==> config.mk <==
export PLATFORM = sky130hd
export DESIGN_NAME = efpga_test_top
export DESIGN_NICKNAME = d
export VERILOG_FILES = /design/src/rtl/fabric_pkg.sv /design/src/rtl/efpga_test_top.sv /design/src/rtl/cycle_counter.sv /design/src/rtl/tcdm_master_bank.sv /design/src/rtl/fabric_regfile.sv /design/src/rtl/lint_slave_fsm.sv
export VERILOG_INCLUDE_DIRS = /design/src /design/src/rtl
export SDC_FILE = /design/constraint.sdc
export NUM_CORES = 1
export LEC_CHECK = 0
export BUFFER_PORTS_ARGS = -buffer_cell sky130_fd_sc_hd__buf_4
export CORE_AREA = 2 2 337 339
export CTS_BUF_LIST = sky130_fd_sc_hd__clkbuf_8
export DETAILED_ROUTE_END_ITERATION = 6
export DIE_AREA = 0 0 339 341
export SLEW_MARGIN = 20
export SYNTH_ARGS = -nofsm -noshare
export SYNTH_HDL_FRONTEND = slang
export SYNTH_SLANG_ARGS = --single-unit
==> constraint.sdc <==
create_clock -name CLK -period 2.1 [get_ports CLK]
set_input_delay 0.21 -clock CLK [delete_from_list [all_inputs] [get_ports CLK]]
set_output_delay 0.21 -clock CLK [all_outputs]
set_load 0.05 [all_outputs]
==> src/rtl/fabric_settings.svh <==
`ifndef FABRIC_SETTINGS_SVH
`define FABRIC_SETTINGS_SVH

`define FAB_ADDR_W 20
`define FAB_DATA_W 32
`define RAM_ADDR_W 12
`define TCDM_PORTS 4
`define MAC_UNITS 2
`define CNT_W 15

`define FAB_ID 32'hca11ef3a

// port n and unit n sit at base + 4n
`define OFS_TCDM_ADDR 'h000
`define OFS_MAC_CTRL 'h010
`define OFS_RAM_CTRL 'h020
`define OFS_CLKEN 'h030
`define OFS_STATUS 'h068
`define OFS_TCDM_WDATA 'h080
`define OFS_TCDM_REQ 'h090
`define OFS_MAC_DOUT 'h100
`define OFS_ID 'h800

// window code lives in addr[19:12]
`define WIN_OPER0 8'h01
`define WIN_OPER1 8'h02
`define WIN_COEF 8'h03

`endif
==> src/rtl/fabric_pkg.sv <==
`include "fabric_settings.svh"

package fabric_pkg;

   typedef logic [`CNT_W-1:0] cnt_t;

   typedef enum logic [1:0] {
      ST_IDLE,
      ST_WRITE,
      ST_READ,
      ST_READ_WAIT
   } lint_state_e;

   typedef struct packed {
      logic [`FAB_ADDR_W-1:0] addr;
      logic [`FAB_DATA_W-1:0] wdata;
      logic [3:0]             be;
      logic                   wr;    // 1 for a write
   } bus_req_t;

   typedef struct packed {
      logic       reset;
      logic [11:0] rsvd_hi;   // kept for readback
      logic       sat;
      logic       clr;
      logic       rnd;
      logic       csel;
      logic       osel;
      logic [1:0] mode;
      logic [4:0] rsvd_lo;
      logic       tc;
      logic [5:0] outsel;
   } mac_ctrl_t;

   typedef struct packed {
      logic       coef_wdsel;
      logic       oper1_wdsel;
      logic       oper0_wdsel;
      logic [1:0] coef_wmode;
      logic [1:0] coef_rmode;
      logic [1:0] oper1_wmode;
      logic [1:0] oper1_rmode;
      logic [1:0] oper0_wmode;
      logic [1:0] oper0_rmode;
   } ram_mode_t;

   typedef struct packed {
      logic [`RAM_ADDR_W-1:0] waddr;
      logic [`FAB_DATA_W-1:0] wdata;
      logic                   we;
   } ram_wr_t;

   typedef struct packed {
      logic [`FAB_ADDR_W-1:0] addr;
      logic [`FAB_DATA_W-1:0] wdata;
      logic [3:0]             be;
      logic                   wen;
      logic                   req;
   } tcdm_req_t;

   typedef struct packed {
      logic [`TCDM_PORTS-1:0] sel_addr;
      logic [`TCDM_PORTS-1:0] sel_wdata;
      logic [`TCDM_PORTS-1:0] sel_req;
      logic [`FAB_DATA_W-1:0] data;
      logic [3:0]             be;
   } tcdm_cfg_t;

endpackage

==> src/rtl/efpga_test_top.sv <==
`timescale 1ns/1ps
`include "fabric_settings.svh"

module efpga_test_top
   import fabric_pkg::*;
(
   input  logic                                     CLK,
   input  logic                                     arst_n,
   input  logic                                     lint_req,
   input  logic                                     lint_wen,      // 0 is write
   input  logic [`FAB_ADDR_W-1:0]                   lint_addr,
   input  logic [`FAB_DATA_W-1:0]                   lint_wdata,
   input  logic [3:0]                               lint_be,
   output logic                                     lint_gnt,
   output logic                                     lint_valid,
   output logic [`FAB_DATA_W-1:0]                   lint_rdata,
   output tcdm_req_t [`TCDM_PORTS-1:0]              tcdm_req,
   input  logic [`TCDM_PORTS-1:0][`FAB_DATA_W-1:0]  tcdm_rdata,
   input  logic [`TCDM_PORTS-1:0]                   tcdm_gnt,
   input  logic [`TCDM_PORTS-1:0]                   tcdm_valid,
   output ram_wr_t                                  oper0_wr,
   output ram_wr_t                                  oper1_wr,
   output ram_wr_t                                  coef_wr,
   output logic [`RAM_ADDR_W-1:0]                   oper0_raddr,
   output logic [`RAM_ADDR_W-1:0]                   oper1_raddr,
   output logic [`RAM_ADDR_W-1:0]                   coef_raddr,
   input  logic [`FAB_DATA_W-1:0]                   oper0_rdata,
   input  logic [`FAB_DATA_W-1:0]                   oper1_rdata,
   input  logic [`FAB_DATA_W-1:0]                   coef_rdata,
   output ram_mode_t                                ram_mode,
   output mac_ctrl_t [`MAC_UNITS-1:0]               mac_ctrl,
   output logic [`MAC_UNITS-1:0]                    mac_clken,
   input  logic [`MAC_UNITS-1:0][`FAB_DATA_W-1:0]   mac_dout
);

   bus_req_t                               bus;
   tcdm_cfg_t                              tcdm_cfg;
   logic [`TCDM_PORTS-1:0][`FAB_DATA_W-1:0] tcdm_result;
   cnt_t                                   count;
   logic                                   rd_accept, wr_stb, rd_stb, ram_stb;

   assign bus = '{addr: lint_addr, wdata: lint_wdata, be: lint_be, wr: ~lint_wen};

   lint_slave_fsm u_fsm (
      .CLK       (CLK),
      .arst_n    (arst_n),
      .req       (lint_req),
      .wen       (lint_wen),
      .gnt       (lint_gnt),
      .valid     (lint_valid),
      .rd_accept (rd_accept),
      .wr_stb    (wr_stb),
      .rd_stb    (rd_stb),
      .ram_stb   (ram_stb)
   );

   fabric_regfile u_regs (
      .CLK         (CLK),
      .arst_n      (arst_n),
      .bus         (bus),
      .rd_accept   (rd_accept),
      .wr_stb      (wr_stb),
      .rd_stb      (rd_stb),
      .ram_stb     (ram_stb),
      .tcdm_rdata  (tcdm_rdata),
      .tcdm_result (tcdm_result),
      .mac_dout    (mac_dout),
      .oper0_rdata (oper0_rdata),
      .oper1_rdata (oper1_rdata),
      .coef_rdata  (coef_rdata),
      .count       (count),
      .rdata       (lint_rdata),
      .tcdm_cfg    (tcdm_cfg),
      .mac_ctrl    (mac_ctrl),
      .mac_clken   (mac_clken),
      .ram_mode    (ram_mode),
      .oper0_wr    (oper0_wr),
      .oper1_wr    (oper1_wr),
      .coef_wr     (coef_wr),
      .oper0_raddr (oper0_raddr),
      .oper1_raddr (oper1_raddr),
      .coef_raddr  (coef_raddr)
   );

   tcdm_master_bank u_tcdm (
      .CLK    (CLK),
      .arst_n (arst_n),
      .cfg    (tcdm_cfg),
      .gnt    (tcdm_gnt),
      .valid  (tcdm_valid),
      .rdata  (tcdm_rdata),
      .port   (tcdm_req),
      .result (tcdm_result)
   );

   cycle_counter u_cnt (
      .CLK    (CLK),
      .arst_n (arst_n),
      .count  (count)
   );

endmodule

==> src/rtl/cycle_counter.sv <==
`timescale 1ns/1ps

module cycle_counter
   import fabric_pkg::*;
(
   input  logic CLK,
   input  logic arst_n,
   output cnt_t count
);

   always_ff @(posedge CLK or negedge arst_n) begin
      if (!arst_n) begin
         count <= '0;
      end else begin
         count <= count + 1'b1;   // wraps
      end
   end

endmodule

==> src/rtl/tcdm_master_bank.sv <==
`timescale 1ns/1ps
`include "fabric_settings.svh"

module tcdm_master_bank
   import fabric_pkg::*;
(
   input  logic                                     CLK,
   input  logic                                     arst_n,
   input  tcdm_cfg_t                                cfg,
   input  logic [`TCDM_PORTS-1:0]                   gnt,
   input  logic [`TCDM_PORTS-1:0]                   valid,
   input  logic [`TCDM_PORTS-1:0][`FAB_DATA_W-1:0]  rdata,
   output tcdm_req_t [`TCDM_PORTS-1:0]              port,
   output logic [`TCDM_PORTS-1:0][`FAB_DATA_W-1:0]  result
);

   for (genvar p = 0; p < `TCDM_PORTS; p++) begin : g_port
      tcdm_req_t              port_q;
      logic [`FAB_DATA_W-1:0] result_q;

      always_ff @(posedge CLK or negedge arst_n) begin
         if (!arst_n) begin
            port_q   <= '0;
            result_q <= '0;
         end else begin
            if (cfg.sel_addr[p]) begin
               port_q.addr <= cfg.data[`FAB_ADDR_W-1:0];
               port_q.wen  <= cfg.data[`FAB_DATA_W-1];
               port_q.be   <= cfg.be;
            end
            if (cfg.sel_wdata[p]) port_q.wdata <= cfg.data;

            // a new launch beats a grant in the same cycle
            if (cfg.sel_req[p]) begin
               port_q.req <= 1'b1;
            end else if (gnt[p]) begin
               port_q.req <= 1'b0;
            end

            if (valid[p]) result_q <= rdata[p];
         end
      end

      assign port[p]   = port_q;
      assign result[p] = result_q;
   end

endmodule

==> src/rtl/fabric_regfile.sv <==
`timescale 1ns/1ps
`include "fabric_settings.svh"

module fabric_regfile
   import fabric_pkg::*;
(
   input  logic                                     CLK,
   input  logic                                     arst_n,
   input  bus_req_t                                 bus,
   input  logic                                     rd_accept,
   input  logic                                     wr_stb,
   input  logic                                     rd_stb,
   input  logic                                     ram_stb,
   input  logic [`TCDM_PORTS-1:0][`FAB_DATA_W-1:0]  tcdm_rdata,
   input  logic [`TCDM_PORTS-1:0][`FAB_DATA_W-1:0]  tcdm_result,
   input  logic [`MAC_UNITS-1:0][`FAB_DATA_W-1:0]   mac_dout,
   input  logic [`FAB_DATA_W-1:0]                   oper0_rdata,
   input  logic [`FAB_DATA_W-1:0]                   oper1_rdata,
   input  logic [`FAB_DATA_W-1:0]                   coef_rdata,
   input  cnt_t                                     count,
   output logic [`FAB_DATA_W-1:0]                   rdata,
   output tcdm_cfg_t                                tcdm_cfg,
   output mac_ctrl_t [`MAC_UNITS-1:0]               mac_ctrl,
   output logic [`MAC_UNITS-1:0]                    mac_clken,
   output ram_mode_t                                ram_mode,
   output ram_wr_t                                  oper0_wr,
   output ram_wr_t                                  oper1_wr,
   output ram_wr_t                                  coef_wr,
   output logic [`RAM_ADDR_W-1:0]                   oper0_raddr,
   output logic [`RAM_ADDR_W-1:0]                   oper1_raddr,
   output logic [`RAM_ADDR_W-1:0]                   coef_raddr
);

   localparam int NWIN = 3;
   localparam logic [7:0] WIN_CODE [NWIN] = '{`WIN_OPER0, `WIN_OPER1, `WIN_COEF};

   logic [`TCDM_PORTS-1:0] hit_taddr, hit_twdata, hit_treq;
   logic [`MAC_UNITS-1:0]  hit_mac, hit_clken, hit_dout;
   logic [NWIN-1:0]        hit_win;
   logic                   hit_ram_ctrl, hit_status, hit_id;

   logic [`FAB_DATA_W-1:0] ram_ctrl_q;
   logic [`FAB_DATA_W-1:0] rd_val;
   logic                   rd_hit;
   logic [`FAB_DATA_W-1:0] ram_rdata [NWIN];
   ram_wr_t                ram_wr [NWIN];
   logic [`RAM_ADDR_W-1:0] raddr [NWIN];

   always_comb begin
      hit_taddr    = '0;
      hit_twdata   = '0;
      hit_treq     = '0;
      hit_mac      = '0;
      hit_clken    = '0;
      hit_dout     = '0;
      hit_win      = '0;
      hit_ram_ctrl = (bus.addr == `OFS_RAM_CTRL);
      hit_status   = (bus.addr == `OFS_STATUS);
      hit_id       = (bus.addr == `OFS_ID);
      for (int n = 0; n < `TCDM_PORTS; n++) begin
         hit_taddr[n]  = (bus.addr == `OFS_TCDM_ADDR + 4 * n);
         hit_twdata[n] = (bus.addr == `OFS_TCDM_WDATA + 4 * n);
         hit_treq[n]   = (bus.addr == `OFS_TCDM_REQ + 4 * n);
      end
      for (int n = 0; n < `MAC_UNITS; n++) begin
         hit_mac[n]   = (bus.addr == `OFS_MAC_CTRL + 4 * n);
         hit_clken[n] = (bus.addr == `OFS_CLKEN + 4 * n);
         hit_dout[n]  = (bus.addr == `OFS_MAC_DOUT + 4 * n);
      end
      for (int w = 0; w < NWIN; w++) begin
         hit_win[w] = (bus.addr[`FAB_ADDR_W-1:`RAM_ADDR_W] == WIN_CODE[w]);
      end
   end

   // register read value, windows excluded
   always_comb begin
      rd_hit = 1'b1;
      rd_val = '0;
      if (hit_id) begin
         rd_val = `FAB_ID;
      end else if (hit_status) begin
         rd_val = {{(`FAB_DATA_W - `CNT_W){1'b0}}, count};
      end else if (hit_ram_ctrl) begin
         rd_val = ram_ctrl_q;
      end else begin
         rd_hit = 1'b0;
         for (int n = 0; n < `TCDM_PORTS; n++) begin
            if (hit_taddr[n] || hit_twdata[n]) begin
               rd_hit = 1'b1;
               rd_val = hit_taddr[n] ? tcdm_rdata[n] : tcdm_result[n];
            end
         end
         for (int n = 0; n < `MAC_UNITS; n++) begin
            if (hit_mac[n] || hit_dout[n]) begin
               rd_hit = 1'b1;
               rd_val = hit_mac[n] ? mac_ctrl[n] : mac_dout[n];
            end
         end
      end
   end

   assign ram_rdata = '{oper0_rdata, oper1_rdata, coef_rdata};

   always_ff @(posedge CLK or negedge arst_n) begin
      if (!arst_n) begin
         mac_ctrl   <= '0;
         mac_clken  <= '0;
         ram_ctrl_q <= '0;
         rdata      <= '1;
         for (int w = 0; w < NWIN; w++) begin
            ram_wr[w] <= '0;
            raddr[w]  <= '0;
         end
      end else begin
         mac_clken <= '0;   // one-cycle pulses
         for (int w = 0; w < NWIN; w++) begin
            ram_wr[w].we <= 1'b0;
         end
         if (wr_stb) begin
            for (int n = 0; n < `MAC_UNITS; n++) begin
               if (hit_mac[n]) mac_ctrl[n] <= mac_ctrl_t'(bus.wdata);
               if (hit_clken[n]) mac_clken[n] <= 1'b1;
            end
            if (hit_ram_ctrl) ram_ctrl_q <= bus.wdata;
            for (int w = 0; w < NWIN; w++) begin
               if (hit_win[w]) begin
                  ram_wr[w] <= '{waddr: bus.addr[`RAM_ADDR_W-1:0], wdata: bus.wdata, we: 1'b1};
               end
            end
         end
         if (rd_accept) begin
            for (int w = 0; w < NWIN; w++) begin
               if (hit_win[w]) raddr[w] <= bus.addr[`RAM_ADDR_W-1:0];
            end
         end
         if (rd_stb && rd_hit) rdata <= rd_val;   // unmapped keeps old value
         if (ram_stb) begin
            for (int w = 0; w < NWIN; w++) begin
               if (hit_win[w]) rdata <= ram_rdata[w];
            end
         end
      end
   end

   assign tcdm_cfg = '{sel_addr:  hit_taddr & {`TCDM_PORTS{wr_stb}},
                       sel_wdata: hit_twdata & {`TCDM_PORTS{wr_stb}},
                       sel_req:   hit_treq & {`TCDM_PORTS{wr_stb}},
                       data:      bus.wdata,
                       be:        bus.be};

   assign ram_mode    = ram_mode_t'(ram_ctrl_q[$bits(ram_mode_t)-1:0]);
   assign oper0_wr    = ram_wr[0];
   assign oper1_wr    = ram_wr[1];
   assign coef_wr     = ram_wr[2];
   assign oper0_raddr = raddr[0];
   assign oper1_raddr = raddr[1];
   assign coef_raddr  = raddr[2];

endmodule

==> src/rtl/lint_slave_fsm.sv <==
`timescale 1ns/1ps

module lint_slave_fsm
   import fabric_pkg::*;
(
   input  logic CLK,
   input  logic arst_n,
   input  logic req,
   input  logic wen,
   output logic gnt,
   output logic valid,
   output logic rd_accept,
   output logic wr_stb,
   output logic rd_stb,
   output logic ram_stb
);

   lint_state_e state;
   logic        accept;

   // gnt still high means the last request is not yet released
   assign accept    = (state == ST_IDLE) && req && !gnt;
   assign rd_accept = accept && wen;

   assign wr_stb  = (state == ST_WRITE);
   assign rd_stb  = (state == ST_READ);
   assign ram_stb = (state == ST_READ_WAIT);

   always_ff @(posedge CLK or negedge arst_n) begin
      if (!arst_n) begin
         state <= ST_IDLE;
         gnt   <= 1'b0;
         valid <= 1'b0;
      end else begin
         case (state)
            ST_IDLE: begin
               valid <= gnt;   // closes a read
               gnt   <= 1'b0;
               if (accept) begin
                  if (!wen) begin
                     gnt   <= 1'b1;
                     state <= ST_WRITE;
                  end else begin
                     state <= ST_READ;
                  end
               end
            end
            ST_WRITE: begin
               valid <= gnt;
               gnt   <= 1'b0;
               state <= ST_IDLE;
            end
            ST_READ: begin
               valid <= 1'b0;
               state <= ST_READ_WAIT;   // give the RAM its cycle
            end
            ST_READ_WAIT: begin
               gnt   <= 1'b1;           // rdata is final here
               state <= ST_IDLE;
            end
            default: begin
               state <= ST_IDLE;
            end
         endcase
      end
   end

endmodule

==> run metrics <==
flops & latches, synth 680; Die Y 341 um; Via density 5.08; crit path DAT 2.85 ns; Routed WL per cell 29.6 um; Slew Limit Headroom 46.0%; vias after detailed routing 28800; max-capacitance violation count 0; Starting Density 27.4%; 1st-iter DRT viols 2514; commonest non-fill, non-tap cells in the layout buf_4, dfrtp_1, mux2_2, dlygate4sd3_1, clkbuf_8; fin nets 4423; startpoint types primary input; Pleak 0.0248 uW; Synth Net Count 2776; I/O pin count 874; period utilisation layout 102%; sequential share of the synthesized area 55.6%; highest clock rate 469 MHz; initial antenna violation count 32; FF-to-FF Start u_fsm.state[0]; sequential share of power 41.9%; Die W 339 um; Post-Synthesis Cells 2419; share of post-route cells with drive strength above 1 52.5%; status finished, violations left; Final GP Congestion 0.995; PD cells 676 nW/um^2; largest net degree at the start of global routing 94; register area 17100 sq um; Worst VDD drop 0.000460 V; most common cell after layout, fill and taps aside buf_4; Residual DRC 0; crit path launch lint_addr[16]; clk slew on worst S/H paths 0.06 ns; CP Capture Type flip-flop; Placed Area 42200 sq um; global-route wire length before repair 232 mm; grt ovf 0; Final HPWL DP 128 mm; cell taking the most area after synthesis dfrtp_1; CTS buffer count 130; Multi-input gate area 13100 sq um; clk sinks 680; Global Route Usage Sum 28.3%; vias in the first global route 29500; area growth from synthesis to layout 61.9%; Mapped Avg Cell Area 12.7 sq um; WP data required 2.82 ns; number of flops mapped to enable cells by yosys 0; Critical Path Fanout Max 9; Final Instance Area 49600 sq um; # fillers 10500; CTS tree done; Hold Crit Start coef_rdata[23]; clock network power share 41.7%; ys async rst share 100%; Max clock buf depth 3; Synthesis Warnings 0; Layout Skew 0.0333 ns; H-tree depth 4; routed wire length 168 mm; top cells by area, synth dfrtp_1, mux2_2, dfstp_2; setup ws final -0.0325 ns; Pre-antenna DRT Iters 7; Top FF cell, synth dfrtp_1; clk root buf clkbuf_8; switching pwr 9640 uW; Final Max Slew Viols 0; Setup violations, final 1; Worst Tran Pin Value 0.807 ns; failing checks negative setup slack; Hold Path Class in2reg; logic gate share of total power 16.4%; Final min period 2.13 ns; post-synth cell types 79; Row Count 123; Pint 23900 uW; worst skew pair latency 0.81 ns; WS Path Type in2reg; port buffer count 873; core area 112000 sq um; Post-Syn Area 30700 sq um; area of the die 116000 sq um; Sw Share 28.7%; TNS Setup -0.0325 ns; Final Hold Fails 0; ANT nets after route 0; Synth top area share 52.9%
kinds of logic after synthesis:
group           after synthesis  share of synthesized area (%)
mux                         684                           24.9
flops                       680                           55.6
simple gates                423                           7.02
compound gates              384                           8.59
buf+inv                     233                           3.40
xor+xnor                     14                          0.400
fa+ha+maj                     1                         0.0408
routing by layer:
| metal | routed length [um] | track usage [%] |
|---|---|---|
| met1 | 69400 | 36.5 |
| met4 | 5970 | 9.69 |
| met2 | 76400 | 44.4 |
| met3 | 15900 | 9.40 |
| met5 | 289 | 0 |
path summary, 6_finish.rpt:
path | slack (ns) | to | cells after the start
max | -0.03 | u_regs.rdata[11] | 14
max in group asynchronous | 0.60 | u_tcdm.g_port[0].result_q[7] | 3
min | 0.04 | u_regs.rdata[23] | 7
max reg2reg | 0.02 | u_regs.rdata[11] | 8
min reg2reg | 0.48 | u_cnt.count[14] | 1
min in group asynchronous | 0.23 | u_regs.rdata[7] | 2
what timing repair did:
action                                 in CTS  in global routing
setup endpoints to repair                  33                 52
pin swaps                                   0                  4
endpoints found under the hold margin    1311                  0
hold buffers                              444                  0
gates resized for setup                     8                 13
buffers inserted                            0                  8
critical path, stage by stage:
cell and delay [ns]:
buf_4 0.13, nor4_4 0.33, buf_4 0.20, nand4_1 0.11
buf_4 0.17, buf_4 0.18, nor3_4 0.16, buf_12 0.14
buf_8 0.15, a22oi_1 0.12, dlygate4sd3_1 0.60, nand2_1 0.11
a2111oi_2 0.05, a22oi_1 0.19
final cells by class:
| cell class | instances | share of cell area [%] |
|---|---|---|
| antenna | 8 | 0.0403 |
| clock buffer | 172 | 4.77 |
| clock inverter | 61 | 0.802 |
| inverter | 30 | 0.227 |
| multi-input combinational | 1506 | 26.4 |
| sequential | 680 | 34.4 |
| tap | 1500 | 3.78 |
| timing repair buffer | 1718 | 29.6 |
cell usage after synthesis, drive strengths merged, types with 30 or more instances:
library cell / count
nor2: 71
dfstp: 32
inv: 30
o22ai: 38
nand3: 49
clkbuf: 90
nand2: 176
o21ai: 74
nor3: 33
mux2i: 54
mux2: 630
dfrtp: 648
a21oi: 85
buf: 113
through the flow:
stage	worst slack [ns]	total power (uW)	std cells	hold slack [ns]	utilization (%)
5_1_grt	-0.0395	34800	5672	0.0494	44.3
6_report	-0.0325	33600	5675	0.0445	44.4
3_3_place_gp	-1.04	18700	4982	0.194	37.7
2_1_floorplan	-0.140	16200	2419	-0.0856	-
4_1_cts	-0.00547	33800	5659	0.00203	44.2
3_5_place_dp	-1.01	18800	4982	0.192	37.7
power by group through the flow:
stage | combinational, uW | sequential (uW) | clock (uW)
6_report | 5500 | 14100 | 14000
5_1_grt | 5750 | 14100 | 14900
4_1_cts | 5400 | 14000 | 14300
3_5_place_dp | 4490 | 14300 | 0
3_3_place_gp | 4460 | 14300 | 0
2_1_floorplan | 1170 | 15100 | 0
state kept, by name, summed over array words and instances, names as in the netlist, 32 cells and up:
signal and cells:
u_regs.coef_wr 45, u_tcdm.g_port.result_q 128, u_regs.mac_ctrl 64, u_regs.ram_ctrl_q 32, u_regs.oper1_wr 45, u_regs.rdata 32
u_regs.oper0_wr 45, u_tcdm.port 232
Note: power is estimated with default switching activity, not from simulation.
